`src/hdl/timer_pkg.sv`:
```
package timer_pkg;

    // Timer FSM states
    typedef enum logic [1:0] {
        ST_IDLE  = 2'd0,
        ST_LOAD  = 2'd1,
        ST_COUNT = 2'd2,
        ST_IRQ   = 2'd3
    } timer_state_e;

    // Counting modes, 2-bit field in CTRL
    typedef enum logic [1:0] {
        MODE_ONESHOT = 2'd0,
        MODE_RELOAD  = 2'd1
    } timer_mode_e;

    // Register word offsets
    localparam logic [1:0] CTRL_OFS   = 2'd0;
    localparam logic [1:0] PRESET_OFS = 2'd1;
    localparam logic [1:0] COUNT_OFS  = 2'd2;

    // CTRL field positions
    localparam int CTRL_EN_BIT   = 0;
    localparam int CTRL_MODE_LSB = 1;
    localparam int CTRL_MODE_MSB = 2;
    localparam int CTRL_IM_BIT   = 3;
    localparam int CTRL_WIDTH    = 4;

    // Register access from the bridge
    typedef struct packed {
        logic [1:0]  offset;
        logic [31:0] wdata;
        logic        we;
    } timer_acc_t;

endpackage

```
`src/hdl/bus_pkg.sv`:
```
package bus_pkg;

    //////////////////////////////
    // Address map
    //////////////////////////////

    // Timer 0 registers
    localparam logic [31:0] TC0_BASE = 32'h0000_7f00;
    localparam logic [31:0] TC0_LAST = 32'h0000_7f0b;

    // Timer 1 registers
    localparam logic [31:0] TC1_BASE = 32'h0000_7f10;
    localparam logic [31:0] TC1_LAST = 32'h0000_7f1b;

    // Interrupt acknowledge port
    localparam logic [31:0] INT_BASE = 32'h0000_7f20;
    localparam logic [31:0] INT_LAST = 32'h0000_7f23;

    //////////////////////////////
    // Data RAM
    //////////////////////////////

    // Depth in 32-bit words
    localparam int RAM_WORDS = 1024;
    // Word index width, index taken from addr[11:2]
    localparam int RAM_AW    = $clog2(RAM_WORDS);

    // CPU data port request
    // Nonzero byteen marks a write
    typedef struct packed {
        logic [31:0] addr;
        logic [31:0] wdata;
        logic [3:0]  byteen;
    } bus_req_t;

endpackage
```
`src/hdl/system_bridge.sv`:
```
`timescale 1ns/1ps

module system_bridge
    import bus_pkg::*;
    import timer_pkg::*;
(
    input  bus_req_t    cpu_req,
    output logic [31:0] cpu_rdata,
    output bus_req_t    ram_req,
    input  logic [31:0] ram_rdata,
    output timer_acc_t  tc0_acc,
    output timer_acc_t  tc1_acc,
    input  logic [31:0] tc0_rdata,
    input  logic [31:0] tc1_rdata,
    output logic [31:0] int_ack_addr,
    output logic [3:0]  int_ack_byteen
);

    //////////////////////////////
    // Region decode
    //////////////////////////////

    logic in_tc0;
    logic in_tc1;
    logic in_int;
    logic is_write;

    // One compare per region, used by all steering below
    assign in_tc0   = (cpu_req.addr >= TC0_BASE) && (cpu_req.addr <= TC0_LAST);
    assign in_tc1   = (cpu_req.addr >= TC1_BASE) && (cpu_req.addr <= TC1_LAST);
    assign in_int   = (cpu_req.addr >= INT_BASE) && (cpu_req.addr <= INT_LAST);
    assign is_write = |cpu_req.byteen;

    //////////////////////////////
    // Timer accesses
    //////////////////////////////

    // Word offset inside the timer block
    assign tc0_acc.offset = cpu_req.addr[3:2];
    assign tc0_acc.wdata  = cpu_req.wdata;
    assign tc0_acc.we     = in_tc0 && is_write;

    assign tc1_acc.offset = cpu_req.addr[3:2];
    assign tc1_acc.wdata  = cpu_req.wdata;
    assign tc1_acc.we     = in_tc1 && is_write;

    //////////////////////////////
    // RAM and ack port
    //////////////////////////////

    assign ram_req.addr  = cpu_req.addr;
    assign ram_req.wdata = cpu_req.wdata;
    // No RAM write for any mapped I/O region
    assign ram_req.byteen = (in_tc0 || in_tc1 || in_int) ? 4'b0000 : cpu_req.byteen;

    // Ack strobe only while the CPU presents the write
    assign int_ack_addr   = cpu_req.addr;
    assign int_ack_byteen = (in_int && is_write) ? 4'b0001 : 4'b0000;

    // Read select, ack region falls through to RAM
    assign cpu_rdata = in_tc0 ? tc0_rdata :
                       in_tc1 ? tc1_rdata :
                                ram_rdata;

endmodule

```
`config.mk`:
```
export PLATFORM = sky130hd
export DESIGN_NAME = system_bridge
export DESIGN_NICKNAME = d
export VERILOG_FILES = /design/src/hdl/timer_pkg.sv /design/src/hdl/bus_pkg.sv /design/src/hdl/system_bridge.sv
export SDC_FILE = /design/constraint.sdc
export NUM_CORES = 1
export LEC_CHECK = 0
export BUFFER_PORTS_ARGS = -buffer_cell sky130_fd_sc_hd__buf_2
export CAP_MARGIN = 20
export CORE_AREA = 10 10 134 136
export DETAILED_ROUTE_END_ITERATION = 8
export DIE_AREA = 0 0 144 146
export PLACE_DENSITY = 0.56
export SLEW_MARGIN = 20
export SYNTH_ARGS = -nofsm -noshare
export SYNTH_HDL_FRONTEND = slang
export SYNTH_SLANG_ARGS = --single-unit
```
`constraint.sdc`:
```
create_clock -name vclk -period 3.9
set_clock_uncertainty 0.1 [all_clocks]
set_input_delay 0.39 -clock vclk [all_inputs]
set_output_delay 0.39 -clock vclk [all_outputs]
set_load 0.03 [all_outputs]
```
==> flow_metrics.py <==
metrics = {
    "hold_path": {
        "min-delay-path-class": "input port to output pin",
        "whs_path_depth": 0,
        "min_from": "cpu_req[20]",
        "min_to": "ram_req[20]",
    },
    "floorplanning": {
        "die_y_um": 146,
        "start_util_pct": 14.3,
        "dieArea_um2": 21000,
        "std_cell_rows": 46,
        "chipWidth_um": 144,
        "io_pins": 370,
        "coreArea_um2": 15500,
    },
    "yosys": {
        "yosys.area.top_type": "buf_4",
        "synthAdderAreaFrac_pct": 0,
        "synthXorXnorAreaFrac_pct": 0,
        "ys_seq_area_share_pct": 0,
        "yosysWarnings": 0,
        "synth_top_family_by_area": "buffers and inverters",
        "syn_area_um2": 2210,
        "synth-simple-area-share_pct": 6.68,
        "ys_types": 21,
        "synth_compound_area_share_pct": 1.25,
        "netlist_top_cells_area": "buf_4 (57%), mux2_2 (32%), buf_6 (1.5%)",
        "synth.area.mux_share_pct": 32.6,
        "synth.top_cell.area_share_pct": 56.7,
        "syn_inst": 268,
        "syn_area_per_cell_um2": 8.24,
    },
    "place": {
        "hpwl_mm": 7.66,
        "port_buffers": 239,
        "gp_congestion": 0.750,
        "pre_cts_ws_ns": 1.04,
    },
    "run": {
        "max-cap-violations": 0,
    },
    "pwr": {
        "netSwitchingFraction_pct": 61.0,
        "switching_power_uw": 193,
        "p_int_uw": 123,
        "p_seq_share_pct": 0,
        "comb_power_share_pct": 100.0,
        "clockPowerShare_pct": 0,
        "p_per_area_nw_per_um2": 133,
        "ir_drop_mv": 0.0445,
        "power_leakage_uw": 0.00127,
        "p_total_uw": 316,
    },
    "timing": {
        "worstMarginPinSlew_ns": 0.842,
        "setup_violations": 0,
        "slew_viol_final": 0,
        "final_hold_viol_count": 0,
        "fin_hold_ws_ns": 0.680,
        "finalWorstSetupSlack_ns": 1.10,
        "fin_crit_ns": 2.80,
        "relSlewSlack_pct": 43.9,
        "rsz0062_at_grt": "no",
        "final.setup.tns_ns": 0,
        "fin_crit_sh_pct": 71.7,
        "max_freq_ghz": 0.357,
    },
    "global_routing": {
        "antenna_found_initial": 1,
        "grt_usage_pct": 6.65,
        "grt-ovfl-total": 0,
        "grt_first_pass_wirelength_mm": 11.3,
        "grt_max_degree": 35,
        "grt_pass1_vias": 1939,
    },
    "final_layout": {
        "final_core_util_pct": 15.3,
        "clock_buffers": 0,
        "n_fill_cell": 1754,
        "design.seq.count": 0,
        "area_delta_synth_final_pct": 7.42,
        "drive_above_1_share_pct": 90.2,
        "diodes": 0,
        "regArea_um2": 0,
        "nets": 504,
    },
    "drt": {
        "viasPerCell": 3.47,
        "wl_per_cell_um": 15.8,
        "routed_wirelength_mm": 8.36,
        "drc": 0,
        "num_vias": 1841,
        "drt_iter0_drc": 30,
        "first_pass_iters": 4,
        "drtAntennaViolNets": 0,
    },
    "setup_path": {
        "crit_type": "input port to output pin",
        "endpoint_kind": "output pin",
        "critPathLaunchType": "input port",
        "crit_fanout": 21,
        "cp-startpoint": "cpu_req[63]",
        "crit_arrival_ns": 2.31,
        "cp.required_ns": 3.41,
    },
    "clock_network": {
        "postCtsResizedCells": 0,
        "ctsHoldBuffers": 0,
        "post_cts_buffers": 0,
    },
    "run_status": {
        "status": "finished clean",
    },
}
[power groups by stage]
stage          Sequential [uW]  Clock, uW  Combinational [uW]
5_1_grt                      0          0                 336
3_5_place_dp                 0          0                 319
4_1_cts                      0          0                 321
6_report                     0          0                 316
2_1_floorplan                0          0                 418
3_3_place_gp                 0          0                 318
[cells by family after synthesis]
logic type      count (synthesis)
mux                            64
buf+inv                       176
compound gates                  4
other cells                     1
simple gates                   23
[routing by layer]
layer | global-route usage, % | up-vias | wire [um]
li1 | - | 865 | -
met1 | 6.70 | 837 | 2870
met2 | 13.1 | 115 | 4480
met3 | 1.63 | 24 | 843
met4 | 1.38 | 0 | 169
met5 | 0 | - | 0
[critical path: stages]
cell and delay, ns:
buf_2 0.12, nor4_1 0.33, nand4_1 0.30, nor3_4 0.27
buf_4 0.31, mux2_2 0.38, buf_2 0.18
[final cells by class]
class / count / area, um^2 / share of cell area (%)
Multi-Input combinational cell: 94 / 907 / 38.2
Tap cell: 192 / 240 / 10.1
Timing Repair Buffer: 242 / 1220 / 51.3
Inverter: 2 / 7.51 / 0.316
[stage by stage]
| stage | area (um^2) | cells |
|---|---|---|
| after detailed placement | 2370 | 530 |
| after global routing | 2370 | 530 |
| final | 2370 | 530 |
| after CTS | 2370 | 530 |
| after global placement | 2370 | 530 |
| after floorplan | 2220 | 270 |
[layout by cell type, fill, tap and decap left out]
cell type	synthesis	final
or3_1	1	1
nor2_1	3	3
nor3_1	2	2
nor4b_1	2	2
inv_1	2	2
conb_1	1	3
a211oi_1	2	2
nor3_4	1	1
and4b_1	1	1
mux2_2	62	62
o211ai_1	1	1
nor2b_1	4	4
buf_2	0	239
nand4_1	3	3
nand2_1	2	2
buf_4	167	3
a21oi_1	1	1
nor4_1	3	3
and3_1	1	1
mux2_1	2	2
[synthesized netlist by cell type (all sizes together), types with 2 or more instances]
| master | count |
|---|---|
| a211oi | 2 |
| buf | 170 |
| clkbuf | 4 |
| inv | 2 |
| mux2 | 64 |
| nand2 | 2 |
| nand4 | 3 |
| nor2 | 3 |
| nor2b | 4 |
| nor3 | 3 |
| nor4 | 3 |
| nor4b | 2 |
[worst max-delay path by stage]
stage | end | slack (ns)
floorplan | int_ack_byteen[0] | 1.31
global placement | cpu_rdata[15] | 1.04
detailed placement | cpu_rdata[2] | 1.04
CTS | cpu_rdata[2] | 1.03
global route | cpu_rdata[2] | 0.91
finish | cpu_rdata[2] | 1.10
(Power assumes the default switching activity.)
