[config.mk]
export PLATFORM = sky130hd
export DESIGN_NAME = timer_unit
export DESIGN_NICKNAME = d
export VERILOG_FILES = /design/src/hdl/timer_pkg.sv /design/src/hdl/timer_unit.sv /design/src/hdl/timer_fsm.sv /design/src/hdl/timer_count.sv
export SDC_FILE = /design/constraint.sdc
export NUM_CORES = 1
export LEC_CHECK = 0
export BUFFER_PORTS_ARGS = -buffer_cell sky130_fd_sc_hd__clkbuf_2
export CORE_MARGIN = 4
export CORE_UTILIZATION = 45
export DETAILED_ROUTE_END_ITERATION = 12
export PLACE_DENSITY = 0.66
export SETUP_SLACK_MARGIN = 0.1
export SLEW_MARGIN = 40
export SYNTH_ARGS = -nofsm -noshare
export SYNTH_HDL_FRONTEND = slang
export SYNTH_SLANG_ARGS = --single-unit
[constraint.sdc]
create_clock -name clk -period 3.1 [get_ports clk]
set_input_delay 0.155 -clock clk [delete_from_list [all_inputs] [get_ports clk]]
set_output_delay 0.155 -clock clk [all_outputs]
set_load 0.005 [all_outputs]
[src/hdl/timer_pkg.sv]
package timer_pkg;

    // Timer FSM states
    typedef enum logic [1:0] {
        ST_IDLE  = 2'd0,
        ST_LOAD  = 2'd1,
        ST_COUNT = 2'd2,
        ST_IRQ   = 2'd3
    } timer_state_e;

    // Counting modes, 2-bit field in CTRL
    typedef enum logic [1:0] {
        MODE_ONESHOT = 2'd0,
        MODE_RELOAD  = 2'd1
    } timer_mode_e;

    // Register word offsets
    localparam logic [1:0] CTRL_OFS   = 2'd0;
    localparam logic [1:0] PRESET_OFS = 2'd1;
    localparam logic [1:0] COUNT_OFS  = 2'd2;

    // CTRL field positions
    localparam int CTRL_EN_BIT   = 0;
    localparam int CTRL_MODE_LSB = 1;
    localparam int CTRL_MODE_MSB = 2;
    localparam int CTRL_IM_BIT   = 3;
    localparam int CTRL_WIDTH    = 4;

    // Register access from the bridge
    typedef struct packed {
        logic [1:0]  offset;
        logic [31:0] wdata;
        logic        we;
    } timer_acc_t;

endpackage

[src/hdl/timer_unit.sv]
`timescale 1ns/1ps

module timer_unit
    import timer_pkg::*;
(
    input  logic        clk,
    input  logic        rst_n,
    input  timer_acc_t  acc,
    output logic [31:0] rdata,
    output logic        irq
);

    logic [CTRL_WIDTH-1:0] ctrl_q;
    logic [31:0]           preset_q;
    logic [31:0]           count;
    logic                  ctrl_write;
    logic                  load;
    logic                  dec;
    logic                  zero;
    logic                  irq_evt;
    logic                  clear_en;

    assign ctrl_write = acc.we && (acc.offset == CTRL_OFS);

    //////////////////////////////
    // Registers
    //////////////////////////////

    always_ff @(posedge clk or negedge rst_n) begin
        if (!rst_n) begin
            ctrl_q   <= '0;
            preset_q <= 32'd0;
        end else begin
            // Software write wins over the one-shot enable clear
            if (ctrl_write) begin
                ctrl_q <= acc.wdata[CTRL_WIDTH-1:0];
            end else if (clear_en) begin
                ctrl_q[CTRL_EN_BIT] <= 1'b0;
            end
            if (acc.we && (acc.offset == PRESET_OFS)) begin
                preset_q <= acc.wdata;
            end
        end
    end

    // Register read, COUNT is read-only
    always_comb begin
        case (acc.offset)
            CTRL_OFS:   rdata = {{(32 - CTRL_WIDTH){1'b0}}, ctrl_q};
            PRESET_OFS: rdata = preset_q;
            COUNT_OFS:  rdata = count;
            default:    rdata = 32'd0;
        endcase
    end

    //////////////////////////////
    // Sequencer and counter
    //////////////////////////////

    timer_fsm u_fsm (
        .clk        (clk),
        .rst_n      (rst_n),
        .enable     (ctrl_q[CTRL_EN_BIT]),
        .mode       (timer_mode_e'(ctrl_q[CTRL_MODE_MSB:CTRL_MODE_LSB])),
        .ctrl_write (ctrl_write),
        .zero       (zero),
        .load       (load),
        .dec        (dec),
        .irq_evt    (irq_evt),
        .clear_en   (clear_en)
    );

    timer_count u_count (
        .clk    (clk),
        .rst_n  (rst_n),
        .load   (load),
        .preset (preset_q),
        .dec    (dec),
        .count  (count),
        .zero   (zero)
    );

    // Masked interrupt
    assign irq = irq_evt && ctrl_q[CTRL_IM_BIT];

endmodule

[src/hdl/timer_fsm.sv]
`timescale 1ns/1ps

module timer_fsm
    import timer_pkg::*;
(
    input  logic        clk,
    input  logic        rst_n,
    input  logic        enable,
    input  timer_mode_e mode,
    input  logic        ctrl_write,
    input  logic        zero,
    output logic        load,
    output logic        dec,
    output logic        irq_evt,
    output logic        clear_en
);

    timer_state_e state;
    timer_state_e state_nxt;
    logic         reload;

    // Any mode other than 1 behaves as one-shot
    assign reload = (mode == MODE_RELOAD);

    //////////////////////////////
    // Next state
    //////////////////////////////

    always_comb begin
        state_nxt = state;
        case (state)
            ST_IDLE: begin
                if (enable) state_nxt = ST_LOAD;
            end
            ST_LOAD: begin
                state_nxt = enable ? ST_COUNT : ST_IDLE;
            end
            ST_COUNT: begin
                // Enable cleared, stop with COUNT frozen
                if (!enable)   state_nxt = ST_IDLE;
                else if (zero) state_nxt = ST_IRQ;
            end
            ST_IRQ: begin
                // Reload happens in the irq cycle itself
                if (reload)          state_nxt = enable ? ST_COUNT : ST_IDLE;
                // One-shot waits here for software
                else if (ctrl_write) state_nxt = ST_IDLE;
            end
            default: state_nxt = ST_IDLE;
        endcase
    end

    always_ff @(posedge clk or negedge rst_n) begin
        if (!rst_n) begin
            state <= ST_IDLE;
        end else begin
            state <= state_nxt;
        end
    end

    //////////////////////////////
    // Outputs
    //////////////////////////////

    assign load     = (state == ST_LOAD) || ((state == ST_IRQ) && reload && enable);
    assign dec      = (state == ST_COUNT) && enable;
    assign irq_evt  = (state == ST_IRQ);
    // One-shot drops enable on the edge into ST_IRQ
    assign clear_en = (state == ST_COUNT) && enable && zero && !reload;

endmodule

[src/hdl/timer_count.sv]
`timescale 1ns/1ps

module timer_count (
    input  logic        clk,
    input  logic        rst_n,
    input  logic        load,
    input  logic [31:0] preset,
    input  logic        dec,
    output logic [31:0] count,
    output logic        zero
);

    logic at_zero;

    // Never wrap below zero
    assign at_zero = (count == 32'd0);

    always_ff @(posedge clk or negedge rst_n) begin
        if (!rst_n) begin
            count <= 32'd0;
        end else if (load) begin
            count <= preset;
        end else if (dec && !at_zero) begin
            count <= count - 32'd1;
        end
    end

    // Next decrement lands on zero
    // Covers a count of 1 and a count already at 0
    assign zero = (count[31:1] == 31'd0);

endmodule

==> reports/summary.txt <==
Post-Route Skew: 12.0 ps
Final Max Tran Viols: 0
Most used DFF post-synth: dfrtp_1
largest net degree at the start of global routing: 71
status: complete, no violations
class of the worst hold path: input pin to flop
die width: 102 µm
max-cap violations: 0
Cell variety after synth: 54
Seq/Total Area, Yosys: 43.8%
drt first-iter violations: 197
reg2reg path depth: 8
setup bufs post-CTS: 0
Worst Path Required: 3330 ps
Die Ht: 102 µm
Port Buffers: 69
setup slack after layout: 331 ps
mux cell area share after synthesis: 14.6%
register area: 0.00175 mm²
Rel. slew slack: 52.8%
Synth Area in Compound Gates: 18.1%
Mean Syn Cell Area: 10.1 µm²
number of remaining DRC errors: 0
via count: 3408
clk slew on worst S/H paths: 80 ps
Synth Instances: 394
TritonCTS buffer count: 9
fin crit share: 89.3%
Worst setup endpoint: u_count.count[25]$_DFFE_PN0P_
GPL Wtd Cong: 0.853
Period minus WS final: 2770 ps
cells along the critical path: inv_1 -> ha_1 -> or4b_2 -> nor2_2 -> a31oi_4 -> buf_4 -> mux2i_1 -> a221o_1
leading cell type in the layout, fill and taps excluded: dfrtp_1
Initial Utilization: 46.0%
power density of the placed cells: 765 mW/mm²
dpl ws: 244 ps
# fillers: 828
Synth Register Bits: 70
Root Buffer: clkbuf_8
Startpoint Class: flop
RSZ-0062 raised after global routing: false
Setup CP Type: flop to flop
Net Count, Synth: 432
ys async rst share: 100%
post-synth top area share: 43.8%
Hold WS: 23.0 ps
Worst EP arrival: 3000 ps
Tot GR Track Use: 20.1%
layout cells sized above 1: 32.9%
vias in the first global route: 3255
largest family of logic cells by synthesized area: simple AND/OR/NAND/NOR gates
Core Box Area: 0.00868 mm²
Yosys top cell by area: dfrtp_1
XOR/XNOR Fraction of Synth Area: 0.219%
num rows: 34
CP Capture Type: flop
Synth Area in Simple Gates: 19.0%
Pre-antenna DRT Iters: 4
Synth warnings: 0
clock sink total: 70
global-route wire length before repair: 16500 µm
synthesized cell area: 0.00400 mm²
worst slew pin tran: 706 ps
Post-synth EDFFs: 0
Final ANT Viol Nets: 0
Multi-input gate area: 0.00209 mm²
Fmax: 0.361 GHz
CTS tree: built
total gr overflow: 0
wire per inst: 17.5 µm
die area: 0.0105 mm²
H-tree lvl count: 3
HPWL after DPL: 6980 µm
IR drop worst, VDD: 0.321 mV
vias per cell: 5.98
worst reg2reg startpoint: u_count.count[1]$_DFFE_PN0P_
Area Overhead vs Synth: 16.2%
most frequent cells in the layout: dfrtp_1 (70), clkbuf_2 (68), mux2_2 (38)
Hold Vio Cnt, Final: 0
CP max stage cell: or4b_2
Max Buffers Root-to-Sink: 2
Synth Area in Adders: 0.313%
r2r setup slk: 330 ps
CP Max Fanout: 19
final net count: 495
top cells by area, synth: dfrtp_1 (44%), mux2_2 (11%), a22o_1 (6.1%)
leakage: 2.04 nW
# setup viols final: 0
Clk Latency, worst-skew pair: 350 ps
antenna cell count: 0
Sum Neg Setup Slack: 0 ps
io pins: 70
slowest stage delay, CP: 660 ps
drt total wl: 10000 µm
antenna violations before repair: 0
FF-to-FF End: u_count.count[25]$_DFFE_PN0P_
Crit. Startpoint: u_count.count[1]$_DFFE_PN0P_
-- worst min-delay path by stage --
stage | startpoint | endpoint | slack (ps) | cells after the start
after floorplan | rst_n | ctrl_q[0]$_DFFE_PN0P_ | -140 | 0
after global routing | acc[1] | ctrl_q[0]$_DFFE_PN0P_ | 20 | 3
final | acc[1] | ctrl_q[0]$_DFFE_PN0P_ | 20 | 3
after CTS | acc[1] | ctrl_q[0]$_DFFE_PN0P_ | 10 | 3
after detailed placement | rst_n | preset_q[16]$_DFFE_PN0P_ | 310 | 2
after global placement | acc[1] | ctrl_q[0]$_DFFE_PN0P_ | 380 | 3
-- flip-flops by register name (all words and copies together), names as in the netlist --
signal,cells
u_fsm.state,2
ctrl_q,4
u_count.count,32
preset_q,32
-- synthesized netlist by cell type, drive strengths merged, types with 2 or more instances --
master   instances
dfrtp           70
mux2            39
nand2           31
a22o            28
nand3           20
nor2            17
nor3            17
buf             16
clkbuf          16
nor4            16
o21ai           15
mux2i           14
a221o            9
or3              9
a21oi            7
a2bb2oi          5
inv              5
or2              5
nor2b            4
nor3b            4
and3             3
nand4            3
o211ai           3
o221a            3
or4              3
a211o            2
a21o             2
a31o             2
a31oi            2
a32oi            2
and2             2
nand2b           2
nor4b            2
o31a             2
o41ai            2
-- per-layer routing --
metal / share of wire, % / GRT usage [%]
met3: 5.3 / 3.41
met1: 46 / 28.3
met2: 47 / 31.5
met5: 0 / 0
met4: 1.7 / 6.76
-- critical path, delay by kind of cell (launching register included) --
kind | cells | cell delay (ps)
AO/OA/AOI/OAI | 2 | 580
adder cells (fa/ha/maj) | 1 | 220
buffers and inverters | 2 | 370
flip-flops | 1 | 450
multiplexers | 1 | 130
AND/OR/NAND/NOR | 2 | 910
-- cells by family (layout without fill, tap and decap cells) --
family	after synthesis	count (layout)
compound gates	90	90
xor+xnor	1	1
fa+ha+maj	1	1
buf+inv	37	105
flops	70	70
mux	53	53
simple gates	142	142
-- what timing repair did --
item	in CTS	in global routing
hold buffers	1	0
endpoints found under the hold margin	70	0
gates resized for setup	0	1
endpoints found under the setup margin	0	5
-- report_power, final --
group | internal (W) | switching, W
Clock | 0.000367 | 0.000333
Sequential | 0.00121 | 0.000414
Combinational | 0.000633 | 0.000597
Total | 0.00221 | 0.00134
-- cell type report --
class | instances | share of cell area, %
Sequential cell | 70 | 37.7
Tap cell | 108 | 2.91
Inverter | 5 | 0.404
Timing Repair Buffer | 84 | 9.99
Multi-Input combinational cell | 287 | 45.1
Clock inverter | 5 | 1.08
Clock buffer | 11 | 2.83
-- per-stage QoR --
step	instances	area [µm²]	util, %	power [W]
3_5_place_dp	553	4450	51.3	0.00286
3_3_place_gp	553	4450	51.3	0.00281
4_1_cts	570	4640	53.5	0.00358
6_report	570	4650	53.5	0.00355
2_1_floorplan	394	4000	-	0.00244
5_1_grt	570	4650	53.5	0.00381
Power figures use the tool's default switching activity.
